`src/hdl/pdp8_pkg.sv`:
```
// processor-wide types for the pdp8_mini core; imported by every processor module.
`default_nettype none

package pdp8_pkg;

    typedef logic [11:0] word_t;
    typedef logic [11:0] addr_t;

    // bit 11 here is bit 0 in PDP-8 numbering.
    typedef enum logic [2:0]
    {
        OP_AND,
        OP_TAD,
        OP_ISZ,
        OP_DCA,
        OP_JMS,
        OP_JMP,
        OP_IOT,
        OP_OPR
    } opcode_t;

    typedef enum logic [2:0]
    {
        ST_IDLE,
        ST_FETCH,
        ST_DECODE,
        ST_DEFER,
        ST_EXEC,
        ST_WRITE
    } cpu_state_t;

    typedef enum logic [2:0]
    {
        ALU_NONE,
        ALU_AND,
        ALU_TAD,
        ALU_DCA_CLEAR,
        ALU_GRP1,
        ALU_GRP2
    } alu_op_t;

    // ##############################
    // micro-op flags
    // ##############################
    typedef struct packed
    {
        logic cla;
        logic cll;
        logic cma;
        logic cml;
        logic iac;
        logic rar;
        logic ral;
        logic twice;    // rotate by two.
        logic bsw;
    } grp1_t;

    typedef struct packed
    {
        logic sma;
        logic sza;
        logic snl;
        logic reverse;
        logic cla;
        logic hlt;
    } grp2_t;

    typedef struct packed
    {
        opcode_t opcode;
        logic    indirect;
        addr_t   ea;
        logic    auto_index;
        logic    is_grp1;
        logic    is_grp2;
        grp1_t   grp1;
        grp2_t   grp2;
    } decoded_t;

    typedef struct packed
    {
        logic  valid;
        logic  write;
        addr_t addr;
        word_t wdata;
    } mem_req_t;

    typedef struct packed
    {
        alu_op_t op;
        word_t   operand;
    } alu_cmd_t;

    localparam addr_t AUTO_INDEX_LO = 12'o0010;
    localparam addr_t AUTO_INDEX_HI = 12'o0017;
    localparam int    MEM_WORDS     = 4096;

endpackage

`default_nettype wire

```
`src/hdl/instr_decode.sv`:
```
// combinational instruction decode; maps the instruction word and pc to a decoded_t.
`default_nettype none
`timescale 1ns/100ps

module instr_decode
    import pdp8_pkg::*;
(
    input  word_t    ir,
    input  addr_t    pc,
    output decoded_t dec
);

    logic is_opr;

    assign is_opr = (ir[11:9] == OP_OPR);

    always_comb
    begin
        dec.opcode   = opcode_t'(ir[11:9]);
        dec.indirect = ir[8];
        // page bit selects current page or page zero.
        dec.ea = ir[7] ? {pc[11:7], ir[6:0]} : {5'b0, ir[6:0]};
        dec.auto_index = !is_opr && ir[8] &&
                         (dec.ea >= AUTO_INDEX_LO) && (dec.ea <= AUTO_INDEX_HI);
        dec.is_grp1 = is_opr && !ir[8];
        dec.is_grp2 = is_opr && ir[8] && !ir[0];    // ir[0] set is group 3, a no-op.
        dec.grp1 = '0;
        dec.grp2 = '0;

        // ##############################
        // operate micro-ops
        // ##############################
        if (dec.is_grp1)
        begin
            dec.grp1.cla   = ir[7];
            dec.grp1.cll   = ir[6];
            dec.grp1.cma   = ir[5];
            dec.grp1.cml   = ir[4];
            dec.grp1.rar   = ir[3];
            dec.grp1.ral   = ir[2];
            dec.grp1.twice = ir[1];
            dec.grp1.iac   = ir[0];
            dec.grp1.bsw   = ir[1] && !ir[3] && !ir[2];    // twice with no rotate.
        end
        if (dec.is_grp2)
        begin
            dec.grp2.cla     = ir[7];
            dec.grp2.sma     = ir[6];
            dec.grp2.sza     = ir[5];
            dec.grp2.snl     = ir[4];
            dec.grp2.reverse = ir[3];
            dec.grp2.hlt     = ir[1];
        end
    end

endmodule

`default_nettype wire

```
`config.mk`:
```
export PLATFORM = sky130hd
export DESIGN_NAME = instr_decode
export DESIGN_NICKNAME = d
export VERILOG_FILES = /design/src/hdl/pdp8_pkg.sv /design/src/hdl/instr_decode.sv
export SDC_FILE = /design/constraint.sdc
export NUM_CORES = 1
export LEC_CHECK = 0
export ABC_AREA = 1
export BUFFER_PORTS_ARGS = -buffer_cell sky130_fd_sc_hd__buf_2
export CAP_MARGIN = 0
export CELL_PAD_IN_SITES_DETAIL_PLACEMENT = 1
export CELL_PAD_IN_SITES_GLOBAL_PLACEMENT = 2
export CORE_UTILIZATION = 10
export DETAILED_ROUTE_END_ITERATION = 7
export PLACE_DENSITY = 0.93
export SLEW_MARGIN = 15
export SYNTH_ARGS = -nofsm -noshare
export SYNTH_HDL_FRONTEND = slang
export SYNTH_SLANG_ARGS = --single-unit
```
`constraint.sdc`:
```
create_clock -name vclk -period 1.42
set_input_delay 0.355 -clock vclk [all_inputs]
set_output_delay 0.355 -clock vclk [all_outputs]
set_load 0.02 [all_outputs]
```
* After elaboration in Yosys (flattened, before gate mapping)
Index checks and enable logic that the tools add are counted.
** Word-level totals
- Flip-flop bits (word level) :: 0
- Input bits :: 24
** Operators by class
- Order comparisons :: 2
- Eq/ne operators :: 1
- Multiplexer cells :: 3
- Reduce and logical (&&, ||, !) cells :: 13
** Operator list (count)
- $ge A12 B4 Y1 const B :: 1
- $le A12 B4 Y1 const B :: 1
- $mux W12 :: 1
- $mux W9 :: 1
- $logic_and A1 B1 Y1 :: 8
- $mux W6 :: 1
- $logic_not A1 Y1 :: 5
- $eq A3 B3 Y1 const B :: 1

* Longest topological paths before layout
- Word-level depth :: 5
- Depth in mapped cells :: 5

* Worst setup path before layout
No wires, ideal clock.
- Kind :: in2out
- Start :: input ir[11]
- End :: output dec[0] (netlist bit)
- Arrival :: 0.967 ns
- Required time :: 1.065 ns
- Slack :: 0.098 ns
- Cell stages on the path :: 4
- Path buffers :: 0
- Path through :: inv_1 nor2_4 nand3_4 nor2_1
** RTL lines
- start, declared :: line instr_decode.sv:8 : input word_t ir,
- end, declared :: line instr_decode.sv:10 : output decoded_t dec

==> out/summary.txt <==
status - finished with violations
failing checks - design-rule violations
Cells after Synth - 61
drt wl/cell - 9.75 µm
sequential area share after synthesis - 0%
GP Congestion - 0.590
FF/Latch Area - 0 µm²
setup_tns - 0 ps
final worst slack - 11.8 ps
Tot GR Track Use - 7.26%
initial antenna violation count - 0
I/O Pins - 58
Cell Area, Synth - 310 µm²
Fin. Hold Viols - 0
Rows - 19
WP data arrival - 1050 ps
family with the most delay on the worst path - simple AND/OR/NAND/NOR gates
RSZ-0062 raised after global routing - yes
Yosys cell types - 11
CP Launch Type - primary input
area leader, netlist - buf_4
sequential cell count - 0
Die Footprint - 3330 µm²
worst vdd ir - 45.6 µV
Initial Util - 10.9%
CP required - 1070 ps
Die H - 57.7 µm
Net Sw Frac - 60.3%
Worst slew margin - 89.3%
DP Wirelength - 1.10 mm
Max Clk Rate - 710 MHz
CP cell instances - buf_8, nand2_4, nor2_4, nand3_4, nor2_1, buf_4
Critical Path Slowest Stage Cell - nand3_4
number of vias per cell - 3.70
Worst-Margin Slew - 161 ps
share of the synthesized area in the top cell type - 26.6%
pin count of the biggest net entering global routing - 11
Int Power - 0.0000655 W
MaxCap Viol Count - 0
ANT nets after route - 0
share of layout cells above drive strength 1 - 65.0%
placed insts - 134
synthesis-to-layout area growth - 107%
endpoints failing setup - 0
Synth area leaders - buf_4 (27%), inv_1 (21%), nor2_1 (19%)
Synth Area per Inst - 5.09 µm²
# clk buffers - 0
Leakage - 0.440 nW
nets - 129
global-route wire length before repair - 1.97 mm
Clock Power Share - 0%
Max Slew Vio Count - 0
critical path class - in2out
PortBufs - 51
Reg power frac - 0%
DR vias - 496
antenna cells - 0
DR pass1 iterations - 6
HP Class - in2out
count of buffer and inverter cells on the critical path - 2
crit end category - output pin
core area - 2850 µm²
post-route insts no fill - 134
post-layout min period - 1410 ps
final wirelength - 1.31 mm
Gate power share - 100.0%
overall die width - 57.7 µm
final worst path period share - 99.2%
Psw - 0.0000993 W
PD cells - 257 nW/µm²
post-CTS setup buffers - 0
# DRC - 5
most frequent cell after synthesis - inv_1
GRT overflow - 0
Post-Syn Nets - 85
FILL cells - 376
Yosys Warn Count - 0
most frequent cells after synthesis - inv_1 (17), nor2_1 (16), buf_4 (11), nand2_1 (9), nor2_2 (2)
Largest stage delay, worst path - 150 ps
number of DRC markers in iteration 0 - 9
pre-CTS setup slack - -38.8 ps
CP max FO - 7
Post-CTS Hold Fix Bufs - 0
vias in the first global route - 429
## final timing paths
path	cells past startpoint	slack (ps)	from	to
setup / recovery	6	10	ir[10]	dec[3]
hold / removal	2	940	ir[11]	dec[33]
## layout make-up
type | instances | area, µm² | share of cell area (%)
Tap cell | 31 | 38.8 | 6.04
Timing Repair Buffer | 53 | 343 | 53.4
Inverter | 17 | 66.3 | 10.3
Multi-Input combinational cell | 33 | 194 | 30.2
## per-stage QoR
step | instance area (µm²) | hold slack [ps] | util (%) | power, W
floorplan | 310 | 823 | - | 0.0000984
detailed placement | 537 | 946 | 18.8 | 0.000146
global placement | 537 | 943 | 18.8 | 0.000143
CTS | 568 | 928 | 19.9 | 0.000153
global route | 642 | 940 | 22.5 | 0.000179
finish | 642 | 936 | 22.5 | 0.000165
## placed cells by master, fill, tap and decap left out
cell / count
buf_2: 31
buf_4: 18
buf_6: 2
buf_8: 2
inv_1: 15
inv_2: 1
inv_4: 1
nand2_1: 6
nand2_2: 3
nand2_4: 2
nand3_1: 1
nand3_4: 1
nand4_1: 1
nor2_1: 13
nor2_2: 3
nor2_4: 3
## timing repair
action | 4_1_cts | 5_1_grt
endpoints found under the setup margin | 17 | 17
pin swaps | 0 | 2
resized for setup | 9 | 26
hold endpoints to repair | 0 | 0
## power groups by stage
stage	sequential, W	clock [W]	combinational [W]
final	0	0	0.000165
after floorplan	0	0	0.0000984
after detailed placement	0	0	0.000146
after CTS	0	0	0.000153
after global routing	0	0	0.000179
after global placement	0	0	0.000143
## kinds of logic (layout without fill, tap and decap cells)
logic type | after synthesis | in the layout | share of synthesized area, %
AND/OR/NAND/NOR | 33 | 33 | 52.8
buffers and inverters | 28 | 70 | 47.2
## layer usage
metal | track usage, % | vias to the layer above | part of all wire (%)
met1 | 9.03 | 217 | 36
met2 | 14.6 | 35 | 53
li1 | - | 244 | -
met3 | 0.223 | 0 | 11
met5 | 0 | - | 0
met4 | 0 | 0 | 0
Power figures use the tool's default switching activity.
