===== src/hdl/pdp8_pkg.sv =====
// processor-wide types for the pdp8_mini core; imported by every processor module.
`default_nettype none

package pdp8_pkg;

    typedef logic [11:0] word_t;
    typedef logic [11:0] addr_t;

    // bit 11 here is bit 0 in PDP-8 numbering.
    typedef enum logic [2:0]
    {
        OP_AND,
        OP_TAD,
        OP_ISZ,
        OP_DCA,
        OP_JMS,
        OP_JMP,
        OP_IOT,
        OP_OPR
    } opcode_t;

    typedef enum logic [2:0]
    {
        ST_IDLE,
        ST_FETCH,
        ST_DECODE,
        ST_DEFER,
        ST_EXEC,
        ST_WRITE
    } cpu_state_t;

    typedef enum logic [2:0]
    {
        ALU_NONE,
        ALU_AND,
        ALU_TAD,
        ALU_DCA_CLEAR,
        ALU_GRP1,
        ALU_GRP2
    } alu_op_t;

    // ##############################
    // micro-op flags
    // ##############################
    typedef struct packed
    {
        logic cla;
        logic cll;
        logic cma;
        logic cml;
        logic iac;
        logic rar;
        logic ral;
        logic twice;    // rotate by two.
        logic bsw;
    } grp1_t;

    typedef struct packed
    {
        logic sma;
        logic sza;
        logic snl;
        logic reverse;
        logic cla;
        logic hlt;
    } grp2_t;

    typedef struct packed
    {
        opcode_t opcode;
        logic    indirect;
        addr_t   ea;
        logic    auto_index;
        logic    is_grp1;
        logic    is_grp2;
        grp1_t   grp1;
        grp2_t   grp2;
    } decoded_t;

    typedef struct packed
    {
        logic  valid;
        logic  write;
        addr_t addr;
        word_t wdata;
    } mem_req_t;

    typedef struct packed
    {
        alu_op_t op;
        word_t   operand;
    } alu_cmd_t;

    localparam addr_t AUTO_INDEX_LO = 12'o0010;
    localparam addr_t AUTO_INDEX_HI = 12'o0017;
    localparam int    MEM_WORDS     = 4096;

endpackage

`default_nettype wire


===== src/hdl/host_pkg.sv =====
// host command types for deposit, examine and run; imported by the host port and top level.
`default_nettype none

package host_pkg;

    import pdp8_pkg::*;

    typedef enum logic [1:0]
    {
        HOST_WRITE,
        HOST_READ,
        HOST_RUN
    } host_cmd_t;

    // addr is the start address for a run.
    typedef struct packed
    {
        host_cmd_t cmd;
        addr_t     addr;
        word_t     data;
    } host_req_t;

endpackage

`default_nettype wire


===== src/hdl/host_port.sv =====
// host port FSM; runs the four-phase req/ack handshake for deposit, examine and run.
`default_nettype none
`timescale 1ns/100ps

module host_port
    import pdp8_pkg::*, host_pkg::*;
(
    input  logic      clk,
    input  logic      reset,
    input  logic      req,
    input  host_req_t host_req,
    output logic      ack,
    output word_t     host_rdata,
    input  logic      halted,
    output mem_req_t  mem_req,
    input  word_t     rdata,
    output logic      start,
    output addr_t     start_pc
);

    typedef enum logic [2:0]
    {
        HP_IDLE,
        HP_ACCESS,
        HP_DATA,
        HP_ACK,
        HP_DONE
    } hp_state_t;

    hp_state_t state;
    logic      is_run;

    assign is_run   = (host_req.cmd == HOST_RUN);
    assign ack      = (state == HP_ACK) || (state == HP_DONE);
    assign start    = (state == HP_ACCESS) && is_run;
    assign start_pc = host_req.addr;

    always_comb
    begin
        mem_req.valid = (state == HP_ACCESS) && !is_run;
        mem_req.write = (host_req.cmd == HOST_WRITE);
        mem_req.addr  = host_req.addr;
        mem_req.wdata = host_req.data;
    end

    always_ff @(posedge clk)
    begin
        if (reset)
            state <= HP_IDLE;
        else
        begin
            case (state)
                HP_IDLE:
                begin
                    if (req && halted)    // held off while a program runs.
                        state <= HP_ACCESS;
                end
                HP_ACCESS: state <= is_run ? HP_ACK : HP_DATA;
                HP_DATA: state <= HP_ACK;
                HP_ACK:
                begin
                    if (!req)
                        state <= HP_DONE;
                end
                HP_DONE: state <= HP_IDLE;
                default: state <= HP_IDLE;
            endcase
        end
    end

    // read data lands on rdata during HP_DATA.
    always_ff @(posedge clk)
    begin
        if (state == HP_DATA)
            host_rdata <= rdata;
    end

endmodule

`default_nettype wire


===== config.mk =====
export PLATFORM = sky130hd
export DESIGN_NAME = host_port
export DESIGN_NICKNAME = d
export VERILOG_FILES = /design/src/hdl/pdp8_pkg.sv /design/src/hdl/host_pkg.sv /design/src/hdl/host_port.sv
export SDC_FILE = /design/constraint.sdc
export NUM_CORES = 1
export LEC_CHECK = 0
export BUFFER_PORTS_ARGS = -buffer_cell sky130_fd_sc_hd__buf_2
export CORE_MARGIN = 5
export CORE_UTILIZATION = 35
export DETAILED_ROUTE_END_ITERATION = 16
export GPL_TIMING_DRIVEN = 0
export PLACE_DENSITY_LB_ADDON = 0.2
export SYNTH_ARGS = -nofsm -noshare
export SYNTH_HDL_FRONTEND = slang
export SYNTH_SLANG_ARGS = --single-unit

===== constraint.sdc =====
create_clock -name clk -period 6.2 [get_ports clk]
set_clock_uncertainty 0.2 [all_clocks]
set_input_delay 0.62 -clock clk [delete_from_list [all_inputs] [get_ports clk]]
set_output_delay 0.62 -clock clk [all_outputs]
set_load 0.02 [all_outputs]

Word-level counts from Yosys, hierarchy flattened
Index checks and enable logic that the tools add are counted.

storage, ports and cells
  output and inout bits = 52
  word-level logic and storage cells = 21
  memories = 0
  bits in writable memories = 0
  input bits = 42
  latch bits = 0
  bits in read-only memories = 0
  bits in registers = 15

operators by class
  add/subtract/negate cells = 0
  bitwise operators = 0
  eq/ne operators = 7
  muxes and demuxes = 4
  reduce and logical (&&, ||, !) cells = 8
  shift-type cells = 0
  multipliers = 0
  div/mod/pow operators = 0
  $lt $le $gt $ge = 0

operators with widths
  operator            number
  $pmux 3 s4          1
  $eq 3x2->1 const B  2
  $mux 3              2
  $ne 2x2->1 const B  2
  $eq 3x1->1 const B  1
  $eq 3x3->1 const B  1
  $logic_and 1x1->1   3
  $logic_not 3->1     1
  $eq 2x2->1 const B  1
  $logic_not 2->1     1
  $reduce_and 2->1    1
  $logic_not 1->1     1
  $logic_or 1x1->1    1
  $mux 1              1

Longest topological paths before layout
  depth in word-level cells = 3
  gate-level depth with buffers = 4

Worst setup path after synthesis
No wires, ideal clock.

  path kind = in2out
  start = input port host_req[25] (netlist name)
  end = output port start
  path slack = 4045 ps
  arrival = 1335 ps
  cell stages on the path = 2
  buffers on the path = 0
  cell sequence = nor2b_1 nor3b_1

between the ends
  cells in the longest elaborated chain, start to end = 2

RTL lines
  what                RTL line         RTL
  start: declaration  host_port.sv:11  input host_req_t host_req,
  $eq 2x2->1          host_port.sv:33  assign is_run = (host_req.cmd == HOST_RUN);
  $logic_and 1x1->1   host_port.sv:35  assign start = (state == HP_ACCESS) && is_run;
  end: declaration    host_port.sv:17  output logic start,

No other way between the ends.

Worst setup path in the final report
  start = input port host_req[24] (netlist name)
  end = output port start

The elaborated chain is that of the path after synthesis.

==> results_dict.tcl <==
set metrics [dict create \
    p_int_mw 0.1781 \
    end_kind "output port" \
    startpoint_type "primary input" \
    required_ps 5380 \
    yosysSeqAreaShare_pct 51.45 \
    fp.coreArea_sq_mm 0.002212 \
    synth-compound-area-share_pct 4.288 \
    wl_per_cell_um 11.23 \
    yosys.area_share.simple_pct 10.26 \
    fillers 220 \
    crit_chain "buf_2 > nor2b_1 > nor3b_1 > buf_2" \
    placed_area_sq_mm 0.001202 \
    seq_power_share_pct 48.1 \
    syn_area_per_cell_sq_um 11.67 \
    slowest_stage "nor3b_1" \
    synthDistinctLibCells 15 \
    p_switching_mw 0.07187 \
    die-area_sq_mm 0.003401 \
    grt_pass1_vias 703 \
    num_rows 17 \
    synth-seq-cells 15 \
    synthTopCellsByArea "edfxtp_1 44%, buf_4 34%, dfxtp_1 7.4%, nand3b_1 1.8%, nor3b_1 1.8%" \
    async_reset_ff_share_pct 0 \
    drv_cap 0 \
    crit_path_max_incr_delay_ps 210 \
    final_max_slew_viol_count 0 \
    cts_buffer_depth 2 \
    worstMarginPinSlew_ps 806.9 \
    p_per_area_mw_per_mm2 203.4 \
    antenna_found_initial 0 \
    tns_ps 0 \
    dr.pass1.iters 4 \
    clock-root-buffer "clkbuf_4" \
    hold_buffers 0 \
    cts_setup_buffers 0 \
    synth.largest_area_cell "edfxtp_1" \
    combPwrFrac_pct 31.5 \
    criticalPathCategory "in2out" \
    antennaDiodeCount 0 \
    grt_max_degree 13 \
    cts_num_sinks 15 \
    cts_buffers 3 \
    synthMuxAreaShare_pct 0 \
    cts_resized 0 \
    synthCells 70 \
    synth_top_family_by_area "buffers and inverters" \
    die_h_um 58.32 \
    area_growth_pct 50.38 \
    fin_nets 186 \
    overflow 0 \
    switching_share_pct 28.76 \
    yosys.area_share.adder_pct 0 \
    htree_levels 1 \
    clockPowerShare_pct 20.4 \
    grtUsageTotal_pct 10.88 \
    cts_tree "yes" \
    yosys_most_used_dff "edfxtp_1" \
    max_slew_margin_pct 45.97 \
    setup_viol 0 \
    io_buffers 69 \
    fmax_ghz 0.4700 \
    yosys.area.top_type_share_pct 44.10 \
    floorplan.initialDensity_pct 36.93 \
    clk_pin_slew_ps 80 \
    die_w_um 58.32 \
    synth_area_sq_um 817.0 \
    routed_wl_um 1920 \
    seq_area_sq_um 420.4 \
    cp_max_fo 3 \
    cp_data_arrival_time_ps 1310 \
    postRouteAntennaNets 0 \
    ios 94 \
    synth.most_common_cell "buf_4" \
    synth_edf_count 12 \
    final_area_sq_mm 0.001229 \
    rsz0062_at_grt "no" \
    ys_warn_count 0 \
    grt_pass1_wl_um 2842 \
    vias 675 \
    min_period_over_period_pct 34.32 \
    synthXorXnorAreaFrac_pct 0 \
    multi_input_area_sq_um 123.9 \
    finalHoldViolCount 0 \
    path_common_cell "buf_2" \
    synth_nets 112 \
    outcome "finished, final reports clean" \
    yosys-top-cells-count "37 x buf_4, 12 x edfxtp_1, 3 x dfxtp_1" \
    vias_per_cell 3.947 \
    max-vdd-ir-drop_uv 88.33 \
    post-route-drc-count 0 \
    drive_above_1_share_pct 77.62 \
    gp_congestion 0.6529 \
    whs_ps 322.6 \
    clk_latency_ps 270 \
    hp-class "in2reg" \
    leakage_nw 0.6357 \
    min_period_ps 2128 \
    drt_iter0_drc 8 \
]
## worst max-delay path, delay by kind of cell
family                 cells  cell delay, ps
and+or+nand+nor            2             390
buffers and inverters      2             300
## placed cells by master, fill, tap and decap left out, drive strengths merged
| master | count |
|---|---|
| buf | 106 |
| edfxtp | 12 |
| clkbuf | 4 |
| dfxtp | 3 |
| nand2b | 2 |
| nor2b | 2 |
| nand3b | 2 |
| o21ai | 2 |
| nor3 | 2 |
| nor3b | 2 |
| nor2 | 1 |
| nor4b | 1 |
| a21oi | 1 |
| or2 | 1 |
| a22oi | 1 |
| a211oi | 1 |
## power by group through the flow
stage / Sequential (mW) / Clock, mW / Combinational, mW
after floorplan: 0.129 / 0 / 0.0474
after global placement: 0.123 / 0 / 0.0787
after detailed placement: 0.123 / 0 / 0.0799
after CTS: 0.120 / 0.0545 / 0.0799
after global routing: 0.121 / 0.0598 / 0.0847
final: 0.120 / 0.0510 / 0.0787
## final timing paths
path | start | to | slack [ps] | depth (start not counted)
max | host_req[24] | start | 4070 | 4
min | rdata[9] | host_rdata[9] | 320 | 1
max reg2reg | state[1] | host_rdata[1] | 4480 | 2
min reg2reg | state[2] | state[0] | 330 | 1
## area by class of cell
type / instances / area share (%)
multi-input combinational: 18 / 10.08
clock buffer: 4 / 2.138
tap: 28 / 2.851
sequential: 15 / 34.22
buffer: 37 / 22.61
timing repair buffer: 69 / 28.11
## layer usage
metal  track usage, %  part of all wire, %
met5                0                    0
met2            18.34                   52
met1            11.63                   32
met4            4.967                 0.73
met3            4.825                   15
## cell families after synthesis
| logic type | count (synthesis) |
|---|---|
| compound gates | 5 |
| simple gates | 13 |
| buf+inv | 37 |
| flops | 15 |
## flip-flops by register name, summed over array words and instances, names as in the netlist
register,cells
host_rdata,12
state,3
## through the flow
step	total power [mW]	worst slack [ps]	cells	util, %
finish	0.2499	4072	171	55.54
global route	0.2658	4002	171	55.54
CTS	0.2549	4046	171	55.54
detailed placement	0.2025	4052	167	54.36
global placement	0.2014	3844	167	54.13
floorplan	0.1769	4045	70	-
Power figures use the tool's default switching activity.
