[src/hdl/pdp8_pkg.sv]
// processor-wide types for the pdp8_mini core; imported by every processor module.
`default_nettype none

package pdp8_pkg;

    typedef logic [11:0] word_t;
    typedef logic [11:0] addr_t;

    // bit 11 here is bit 0 in PDP-8 numbering.
    typedef enum logic [2:0]
    {
        OP_AND,
        OP_TAD,
        OP_ISZ,
        OP_DCA,
        OP_JMS,
        OP_JMP,
        OP_IOT,
        OP_OPR
    } opcode_t;

    typedef enum logic [2:0]
    {
        ST_IDLE,
        ST_FETCH,
        ST_DECODE,
        ST_DEFER,
        ST_EXEC,
        ST_WRITE
    } cpu_state_t;

    typedef enum logic [2:0]
    {
        ALU_NONE,
        ALU_AND,
        ALU_TAD,
        ALU_DCA_CLEAR,
        ALU_GRP1,
        ALU_GRP2
    } alu_op_t;

    // ##############################
    // micro-op flags
    // ##############################
    typedef struct packed
    {
        logic cla;
        logic cll;
        logic cma;
        logic cml;
        logic iac;
        logic rar;
        logic ral;
        logic twice;    // rotate by two.
        logic bsw;
    } grp1_t;

    typedef struct packed
    {
        logic sma;
        logic sza;
        logic snl;
        logic reverse;
        logic cla;
        logic hlt;
    } grp2_t;

    typedef struct packed
    {
        opcode_t opcode;
        logic    indirect;
        addr_t   ea;
        logic    auto_index;
        logic    is_grp1;
        logic    is_grp2;
        grp1_t   grp1;
        grp2_t   grp2;
    } decoded_t;

    typedef struct packed
    {
        logic  valid;
        logic  write;
        addr_t addr;
        word_t wdata;
    } mem_req_t;

    typedef struct packed
    {
        alu_op_t op;
        word_t   operand;
    } alu_cmd_t;

    localparam addr_t AUTO_INDEX_LO = 12'o0010;
    localparam addr_t AUTO_INDEX_HI = 12'o0017;
    localparam int    MEM_WORDS     = 4096;

endpackage

`default_nettype wire

[src/hdl/ac_result.sv]
// accumulator and link unit; applies ALU commands and forms the group 2 skip.
`default_nettype none
`timescale 1ns/100ps

module ac_result
    import pdp8_pkg::*;
(
    input  logic     clk,
    input  logic     reset,
    input  alu_cmd_t alu_cmd,
    input  grp1_t    grp1,
    input  grp2_t    grp2,
    output word_t    ac,
    output logic     link,
    output logic     skip
);

    word_t       ac_next;
    logic        link_next;
    logic [12:0] lac;    // link above ac, so rotates pass through link.
    logic [12:0] sum;
    logic        cond;

    assign sum  = {1'b0, ac} + {1'b0, alu_cmd.operand};
    assign cond = (grp2.sma && ac[11]) || (grp2.sza && ac == '0) || (grp2.snl && link);
    assign skip = cond ^ grp2.reverse;

    // ##############################
    // group 1 in sequence order
    // ##############################
    always_comb
    begin
        lac = {grp1.cll ? 1'b0 : link, grp1.cla ? 12'd0 : ac};
        if (grp1.cma)
            lac[11:0] = ~lac[11:0];
        if (grp1.cml)
            lac[12] = ~lac[12];
        if (grp1.iac)
            lac = lac + 13'd1;    // carry out complements link.
        if (grp1.rar)
            lac = {lac[0], lac[12:1]};
        if (grp1.rar && grp1.twice)
            lac = {lac[0], lac[12:1]};
        if (grp1.ral)
            lac = {lac[11:0], lac[12]};
        if (grp1.ral && grp1.twice)
            lac = {lac[11:0], lac[12]};
        if (grp1.bsw)
            lac[11:0] = {lac[5:0], lac[11:6]};
    end

    always_comb
    begin
        ac_next   = ac;
        link_next = link;
        case (alu_cmd.op)
            ALU_AND: ac_next = ac & alu_cmd.operand;
            ALU_TAD:
            begin
                ac_next   = sum[11:0];
                link_next = link ^ sum[12];
            end
            ALU_DCA_CLEAR: ac_next = '0;
            ALU_GRP1: {link_next, ac_next} = lac;
            ALU_GRP2:
            begin
                if (grp2.cla)
                    ac_next = '0;    // after the skip test.
            end
            default: ;
        endcase
    end

    always_ff @(posedge clk)
    begin
        if (reset)
        begin
            ac   <= '0;
            link <= 1'b0;
        end
        else
        begin
            ac   <= ac_next;
            link <= link_next;
        end
    end

endmodule

`default_nettype wire

[config.mk]
export PLATFORM = sky130hd
export DESIGN_NAME = ac_result
export DESIGN_NICKNAME = d
export VERILOG_FILES = /design/src/hdl/pdp8_pkg.sv /design/src/hdl/ac_result.sv
export SDC_FILE = /design/constraint.sdc
export NUM_CORES = 1
export LEC_CHECK = 0
export BUFFER_PORTS_ARGS = -buffer_cell sky130_fd_sc_hd__buf_2
export CORE_UTILIZATION = 35
export CTS_CLUSTER_DIAMETER = 40
export DETAILED_ROUTE_END_ITERATION = 12
export GPL_TIMING_DRIVEN = 1
export HOLD_SLACK_MARGIN = 0.05
export SLEW_MARGIN = 20
export SYNTH_ARGS = -nofsm -noshare
export SYNTH_HDL_FRONTEND = slang
export SYNTH_SLANG_ARGS = --single-unit
[constraint.sdc]
create_clock -name clk -period 3.91 [get_ports clk]
set_input_delay 0.391 -clock clk [delete_from_list [all_inputs] [get_ports clk]]
set_output_delay 0.391 -clock clk [all_outputs]
set_load 0.005 [all_outputs]
---- Word-level counts from Yosys, hierarchy flattened ----
Index checks and enable logic that the tools add are counted.
storage, ports and cells
  flip-flop bits (word level) ............. 13
  bits of input ports ..................... 32
  output and inout bits ................... 14
  logic and storage cells ................. 39
operators by class
  $add $sub $neg .......................... 2
  equality and inequality tests ........... 6
  multiplexer cells ....................... 13
  bitwise logic cells ..................... 5
  reductions and logical operators ........ 11
operators by type and width
  kind                     count
  $mux W13                 5
  $pmux W12 S5             1
  $mux W12                 4
  $add A12 B12 Y13         1
  $add A13 B1 Y13 const B  1
  $and A12 B12 Y12         1
  $logic_not A12 Y1        1
  $not A12 Y12             1
  $eq A3 B2 Y1 const B     2
  $eq A3 B3 Y1 const B     2
  $logic_and A1 B1 Y1      5
  $reduce_bool A5 Y1       1
  $eq A3 B1 Y1 const B     1
  $logic_or A1 B1 Y1       2
  $mux W1                  2
  $ne A2 B2 Y1 const B     1
  $pmux W1 S2              1
  $reduce_and A2 Y1        1
  $reduce_bool A2 Y1       1
  $xor A1 B1 Y1            2
  $not A1 Y1               1

---- Longest topological paths before layout ----
Gate-level depths: netlist of the first run.
  word-level depth ........................ 11
  mapped depth ............................ 15
  gate-level depth less buffers ........... 13

---- Worst setup path after synthesis of the first run ----
Ideal clock, no wire load.
  path kind ............................... in2reg
  from .................................... input port grp1[6] (netlist name)
  to ...................................... register ac[0]
  arrival time ............................ 3.134 ns
  path slack .............................. 0.659 ns
  stages on the path ...................... 15
  cell sequence ........................... buf_4 clkbuf_8 buf_2 xnor2_1 inv_1 ha_1 and4bb_2 or4_1 o311a_1 nand2_1 o211ai_1 a22oi_2 o21a_1 o31ai_1 a22o_1
on the way
  cells in the longest elaborated chain, start to end .. 9
RTL lines
  what                    RTL line         RTL
  start: declaration      ac_result.sv:11  input grp1_t grp1,
  $mux W12 (*)            ac_result.sv:34  if (grp1.cma)
  $add A13 B1 Y13         ac_result.sv:39  lac = lac + 13'd1;
  $mux W13 (*)            ac_result.sv:38  if (grp1.iac)
  $mux W13 (*)            ac_result.sv:40  if (grp1.rar)
  $mux W13 (*)            ac_result.sv:42  if (grp1.rar && grp1.twice)
  $mux W13 (*)            ac_result.sv:44  if (grp1.ral)
  $mux W13 (*)            ac_result.sv:46  if (grp1.ral && grp1.twice)
  $mux W12 (*)            ac_result.sv:48  if (grp1.bsw)
  $pmux W12 S5 (*)        ac_result.sv:56  case (alu_cmd.op)
  end signal: assignment  ac_result.sv:83  ac <= ac_next;
  end: declaration        ac_result.sv:13  output word_t ac,
Mark *: on every way between the ends. The rest lies on a longest branch, timed or not.
A chain may end at the register's enable or synchronous reset.

---- Worst setup path after layout of the first run ----
  from .................................... register ac[0]
  to ...................................... register ac[0]
on the way
  cells in the longest elaborated chain, start to end .. 11
RTL lines
  what              RTL line         RTL
  $mux W12          ac_result.sv:33  lac = {grp1.cll ? 1'b0 : link, grp1.cla ? 12'd0 : ac};
  $not A12 Y12      ac_result.sv:35  lac[11:0] = ~lac[11:0];
  $mux W12          ac_result.sv:34
  $add A13 B1 Y13   ac_result.sv:39
  $mux W13          ac_result.sv:38
  $mux W13          ac_result.sv:40
  $mux W13          ac_result.sv:42
  $mux W13          ac_result.sv:44
  $mux W13          ac_result.sv:46
  $mux W12          ac_result.sv:48
  $pmux W12 S5 (*)  ac_result.sv:56
Marked as above.

==> flow_summary_export.csv, run 1 <==
group,metric,value,unit
synthesis,syn-cell-area,2780,µm²
pwr,p_leak,1.19,nW
timing,maxSlewHeadroom,28.2,%
timing,max_freq,0.301,GHz
timing,rsz0062_at_grt,"no",
synthesis,synth-compound-area-share,37.0,%
cts,cts-resized-gates,0,
timing,setup_viol,0,
cts,clock_sinks,13,
min_path,worstHoldStart,"reset",
layout,fillers,832,
pwr,total_power,0.000743,W
global_route,track_usage,20.1,%
setup_path,reg2reg_slack,0.59,ns
layout,fin_nets,458,
min_path,hold_path_class,"primary input to register",
drt,drtIter0Drc,289,
cts,cts_hold_buf,0,
global_route,antenna_found_initial,0,
global_route,first_global_vias,2703,
drt,dr_wl_met3,486,µm
synthesis,synthCells,382,
drt,via_per_inst,5.92,
layout,drive_above_1_share,17.8,%
min_path,hold-path-endpoint,"link",
drt,wl_met1,3880,µm
cts,cts_setup_buffers,0,
timing,finalHoldViolations,0,
timing,period_needed,3.32,ns
global_route,overflow,0,
pwr,ir_worst_vdd,0.000106,V
cts,clock_latency,0.24,ns
die,die_area,8310,µm²
die,dieHeight,91.2,µm
placement,io_buffers,44,
layout,layout_commonest_cell,"buf_2",
cts,root_buffer,"clkbuf_8",
drt,met2WireLength,3840,µm
die,die_w,91.2,µm
synthesis,synth_top_family_by_area,"compound AO/OA/AOI/OAI gates",
cts,numCtsBuffers,3,
synthesis,synthMuxAreaShare,1.89,%
setup_path,cp_num_buf_inv,1,
setup_path,crit_family,"compound AO/OA/AOI/OAI gates",
setup_path,reg2reg_to,"ac[0]",
setup_path,r2r_cells,12,
timing,whs,0.533,ns
cts,cts_tree,"yes",
cts,cts-htree-levels,1,
timing,min_period_over_period,84.8,%
setup_path,end_kind,"register",
drt,vias,3039,
setup_path,critPathMaxFanout,9,
synthesis,syn-mean-instance-area,7.29,µm²
cts,clk_path_buf_depth,2,
layout,area_growth,7.15,%
die,core_area,7730,µm²
synthesis,ys_types,70,
synthesis,async_reset_ff_share,0,%
setup_path,criticalPathCategory,"register to register",
setup_path,critPathSlowestCell,"dfxtp_1",
layout,final_area,2980,µm²
timing,slew_viol_final,0,
synthesis,synth_xor_area_share,9.44,%
setup_path,cp.required,4.04,ns
cts,clkTransAtPathRegs,0.05,ns
global_route,grt_first_pass_wirelength,13600,µm
setup_path,start_kind,"register",
timing,finClkSkew,0.00145,ns
drt,highest_layer,"met4",
die,num_rows,32,
die,initial_core_util,36.0,%
synthesis,synth_nets,428,
global_route,grt_max_degree,24,
timing,tightest_slew,1.07,ns
pwr,power.density,249,nW/µm²
synthesis,ys_ff_latch,13,
drt,wl_per_cell,16.2,µm
drt,postRouteAntennaNets,0,
status,outcome,"completed",
synthesis,yosys.area_share.simple,25.1,%
placement,place_area,2940,µm²
setup_path,rr_startpoint,"ac[0]",
timing,tns,0,ns
setup_path,critPathMaxStageDelay,0.55,ns
timing,worst_slack,0.593,ns
synthesis,synthFlopType,"dfxtp_1",
synthesis,yosysWarnings,0,
synthesis,synth_fa_ha_area_share,6.56,%
min_path,min_path_cells,2,
synthesis,synth_edf_count,0,
drt,route.detailed.drc,0,
drt,wirelength,8320,µm
placement,gp_congestion,0.920,
flow_run,maxCapViolCount,0,
placement,place_ws,0.517,ns
drt,drt_pre_antenna_iters,5,
setup_path,worstPathCellList,"nor2b_1 > xnor2_1 > inv_1 > ha_1 > nand2_1 > a2111oi_4 > nand3_2 > xor2_1 > or3_4 > a311oi_2 > o31ai_1 > a22o_1",
setup_path,arrival,3.45,ns
placement,dp_hpwl,6550,µm
layout,final_cell_mix,"buf_2 (44), nor2_1 (37), o21ai_0 (33), a21oi_1 (33), nand2_1 (27)",
layout,antenna_cells,0,
die,pin_count,46,
synthesis,seq_area_frac_synth,9.35,%
## synth_stat cells (4+ instances only)
library cell | number | share of area [%]
dfxtp_1 | 13 | 9.3
nor2_1 | 37 | 5.0
o21bai_1 | 4 | 1.1
o31ai_1 | 4 | 1.1
inv_1 | 14 | 1.9
clkbuf_1 | 5 | 0.67
o211ai_1 | 5 | 1.3
o21a_1 | 4 | 1.1
nor2b_1 | 9 | 2.0
clkbuf_8 | 11 | 5.4
nand3_1 | 9 | 1.6
a21o_1 | 5 | 1.3
buf_2 | 4 | 0.72
nand2_1 | 27 | 3.6
ha_1 | 13 | 5.8
a21oi_1 | 33 | 5.9
a211oi_1 | 8 | 2.2
xnor2_1 | 24 | 7.6
nor3_1 | 17 | 3.1
a221oi_1 | 9 | 2.8
xor2_1 | 6 | 1.9
o21ai_0 | 33 | 5.9
a31oi_1 | 6 | 1.3
nand2b_1 | 5 | 1.1
a221o_1 | 5 | 1.8
## worst register-to-register path, cell delays in order, from the launching register on
cell,delay [ns]
dfxtp_1,0.55
nor2b_1,0.22
xnor2_1,0.14
inv_1,0.09
ha_1,0.25
nand2_1,0.15
a2111oi_4,0.46
nand3_2,0.14
xor2_1,0.26
or3_4,0.38
a311oi_2,0.25
o31ai_1,0.10
a22o_1,0.23
## stage by stage
stage	utilization, %	cells
CTS	38.6	513
floorplan	-	382
finish	38.6	513
global route	38.6	513
global placement	38.0	509
detailed placement	38.0	509
## sequential cells by signal (all words and copies together) (netlist names)
name,count
ac,12
link,1
## cell families after synthesis
family	Yosys count
flops	13
buf+inv	40
fa+ha+maj	14
simple gates	133
mux	5
compound gates	147
xor+xnor	30
## final cells by class
| cell class | count | area [µm²] | area share, % |
|---|---|---|---|
| tap | 102 | 128 | 4.28 |
| timing repair buffer | 50 | 265 | 8.89 |
| multi-input combinational | 329 | 2230 | 74.7 |
| inverter | 15 | 56.3 | 1.89 |
| clock buffer | 4 | 45.0 | 1.51 |
| sequential | 13 | 260 | 8.72 |
## where the power goes
group	switching (W)	internal [W]
Sequential	0.0000441	0.000146
Combinational	0.000250	0.000185
Clock	0.0000459	0.0000719
## layer usage
metal  up-vias  track usage, %
li1       1499               -
met1      1413            27.7
met2       115            33.3
met3        12            2.60
met4         0            4.10
met5         -               0
## worst max-delay path by stage
| stage | start | endpoint | slack [ns] | depth (start not counted) |
|---|---|---|---|---|
| final | ac[0] | ac[0] | 0.59 | 12 |
| after global routing | ac[0] | ac[9] | 0.34 | 13 |
| after CTS | ac[0] | ac[0] | 0.60 | 12 |
| after detailed placement | grp1[8] | ac[0] | 0.52 | 14 |
| after global placement | grp1[6] | ac[0] | 0.55 | 12 |
| after floorplan | grp1[6] | ac[0] | 0.66 | 15 |
Power figures use the tool's default switching activity.
==> run 2, diff against run 1 <==
Settings changed: ABC_AREA set to 1.
Clock period 3.91 ns to 3.2 ns, I/O delays scaled along.
==> run 2 against run 1 <==
Compared with the run above:
- non-clock buffer count decreased by 6
- via count increased by 10%
- global-route usage fell by 0.74 points
- fmax up 25%
- sequential power up 7%
- clock skew up 0.0016 ns
- routed wire length fell by 3.3%
- first-iteration DRC count fell by 37%
==> flow_summary_export.csv, run 2 <==
group,metric,value,unit
status,outcome,"completed",
cts,root_buffer,"clkbuf_8",
die,dieHeight,91.3,µm
layout,fin_nets,578,
cts,cts_setup_buffers,0,
pwr,comb_power_share,57.0,%
cts,clk_path_buf_depth,2,
setup_path,critPathSlowestCell,"dfxtp_1",
pwr,switchingPower,0.000377,W
global_route,first_global_vias,2885,
global_route,antenna_found_initial,0,
cts,clkTransAtPathRegs,0.05,ns
die,core_area,7730,µm²
synthesis,yosysMostFrequentCell,"nand2_1",
synthesis,ys_ff_latch,13,
flow_run,maxCapViolCount,0,
timing,period_needed,2.66,ns
setup_path,cp.required,3.33,ns
synthesis,syn-cell-area,2790,µm²
layout,drive_above_1_share,17.3,%
synthesis,yosys.area_share.simple,57.8,%
layout,final_cell_mix,"nand2_1 (158), nand3_1 (79), inv_1 (60), buf_2 (44), o21ai_0 (26)",
pwr,p_int,0.000429,W
die,pin_count,46,
synthesis,synth-compound-area-share,12.0,%
drt,route.detailed.drc,0,
synthesis,synth_xor_area_share,1.52,%
drt,via_per_inst,5.29,
drt,vias,3347,
setup_path,critPathMaxStageDelay,0.47,ns
pwr,clkPwrFrac,17.6,%
layout,antenna_cells,0,
placement,dp_hpwl,6690,µm
cts,cts_hold_buf,0,
synthesis,synth_edf_count,0,
setup_path,worstPathCellList,"nand3_1 > nand2_2 > inv_1 > ha_1 > nand2_1 > o21ai_0 > o21ai_0 > nand2_1 > o21ai_1 > nand2_1 > o211ai_1 > nand2_1 > nand3_1 > nand3_1 > o21bai_1 > inv_1",
synthesis,yosys.area.top_type,"nand2_1",
timing,tns,0,ns
setup_path,arrival,2.79,ns
global_route,overflow,0,
layout,largest-register,"ac",
die,num_rows,32,
setup_path,start_kind,"register",
timing,max_freq,0.376,GHz
drt,wl_per_cell,12.7,µm
global_route,grt_first_pass_wirelength,13200,µm
cts,cts_tree,"yes",
setup_path,criticalPathCategory,"register to register",
synthesis,seq_area_frac_synth,9.32,%
synthesis,async_reset_ff_share,0,%
drt,wirelength,8050,µm
die,die_w,91.3,µm
placement,gp_congestion,0.890,
synthesis,synth_commonest_cells,"nand2_1 (158), nand3_1 (79), inv_1 (60)",
min_path,hold_path_class,"primary input to register",
cts,cts-resized-gates,0,
synthesis,ys_top_cells_by_area,"nand2_1 (21%), nand3_1 (14%), dfxtp_1 (9.3%)",
timing,finClkSkew,0.00302,ns
timing,slew_viol_final,0,
setup_path,cp_common_cell,"nand2_1",
cts,clock_sinks,13,
pwr,ir_worst_vdd,0.000185,V
drt,postRouteAntennaNets,0,
layout,layout_commonest_cell,"nand2_1",
layout,area_growth,9.86,%
timing,tightest_slew,0.830,ns
placement,place_area,3020,µm²
layout,final_area,3070,µm²
synthesis,synthFlopType,"dfxtp_1",
global_route,track_usage,19.3,%
timing,maxSlewHeadroom,44.5,%
cts,cts-htree-levels,1,
synthesis,synth_nets,546,
global_route,grt_max_degree,23,
timing,finalHoldViolations,0,
timing,min_period_over_period,83.2,%
pwr,power.density,263,nW/µm²
synthesis,synth_top_area_share,21.2,%
synthesis,synth_top_family_by_area,"simple AND/OR/NAND/NOR gates",
layout,fillers,852,
pwr,p_leak,1.62,nW
drt,drt_pre_antenna_iters,5,
synthesis,ys_types,43,
synthesis,yosysWarnings,0,
synthesis,synth_fa_ha_area_share,6.54,%
timing,rsz0062_at_grt,"no",
layout,largest_register_ffs,12,
setup_path,critPathMaxFanout,7,
synthesis,syn-mean-instance-area,5.59,µm²
pwr,swShare,46.7,%
layout,reg.largest.list,"ac x12, link x1",
cts,numCtsBuffers,3,
timing,whs,0.263,ns
setup_path,end_kind,"register",
die,die_area,8340,µm²
die,initial_core_util,36.1,%
drt,drtIter0Drc,182,
cts,clock_latency,0.24,ns
placement,io_buffers,44,
timing,setup_viol,0,
synthesis,synthMuxAreaShare,0,%
synthesis,synthCells,500,
pwr,p_seq_share,25.4,%
==> run 2: changes by cell type after synthesis, sizes merged, moves of 21 or more <==
cell | previous run | this run
nand2 | 27 | 169
nand4 | 4 | 25
inv | 15 | 64
nand3 | 10 | 92
xnor2 | 24 | 1
a21oi | 33 | 12
==> run 2: layout make-up <==
class / count / area (µm²) / area share (%)
Multi-Input combinational cell: 406 / 2170 / 70.9
Clock buffer: 4 / 45.0 / 1.47
Tap cell: 102 / 128 / 4.16
Timing Repair Buffer: 44 / 220 / 7.18
Inverter: 64 / 240 / 7.83
Sequential cell: 13 / 260 / 8.48
==> run 2: metrics by stage <==
step	total power (W)	utilization [%]	cells	worst slack [ns]
floorplan	0.000547	-	500	0.966
global placement	0.000654	39.1	629	0.403
detailed placement	0.000660	39.1	629	0.368
CTS	0.000804	39.7	633	0.601
global route	0.000880	39.7	633	0.204
finish	0.000806	39.7	633	0.538
==> run 2: per-layer routing <==
| layer | global-route usage [%] | vias up | share of wire [%] |
|---|---|---|---|
| li1 | - | 1724 | - |
| met1 | 26.0 | 1459 | 46 |
| met2 | 33.1 | 141 | 45 |
| met3 | 0.586 | 23 | 5.4 |
| met4 | 6.48 | 0 | 3.0 |
| met5 | 0 | - | 0 |
==> run 2: worst paths after layout <==
path	from	endpoint	slack (ns)	depth (start not counted)
max	ac[1]	ac[1]	0.54	16
min	reset	ac[11]	0.26	2
max reg2reg	ac[1]	ac[1]	0.54	16
min reg2reg	ac[11]	ac[11]	0.60	2
==> run 2: logic make-up after synthesis <==
logic type / count (synthesis)
AOI/OAI and AO/OA: 59
DFF: 13
adders and majority gates: 14
and+or+nand+nor: 329
xor gates and xnor gates: 4
buffers and inverters: 81
==> run 2: power by group through the flow <==
stage	Sequential [W]	Combinational (W)	Clock, W
final	0.000205	0.000459	0.000142
after global routing	0.000207	0.000520	0.000153
after CTS	0.000204	0.000454	0.000146
after detailed placement	0.000208	0.000452	0
after global placement	0.000207	0.000447	0
after floorplan	0.000200	0.000347	0
==> run 2: worst max-delay path: cells and delay by family (launching register included) <==
| kind | cells | cell delay (ns) |
|---|---|---|
| AOI/OAI and AO/OA | 5 | 0.91 |
| adders and majority gates | 1 | 0.28 |
| buffers and inverters | 2 | 0.10 |
| DFF | 1 | 0.47 |
| and+or+nand+nor | 8 | 0.80 |
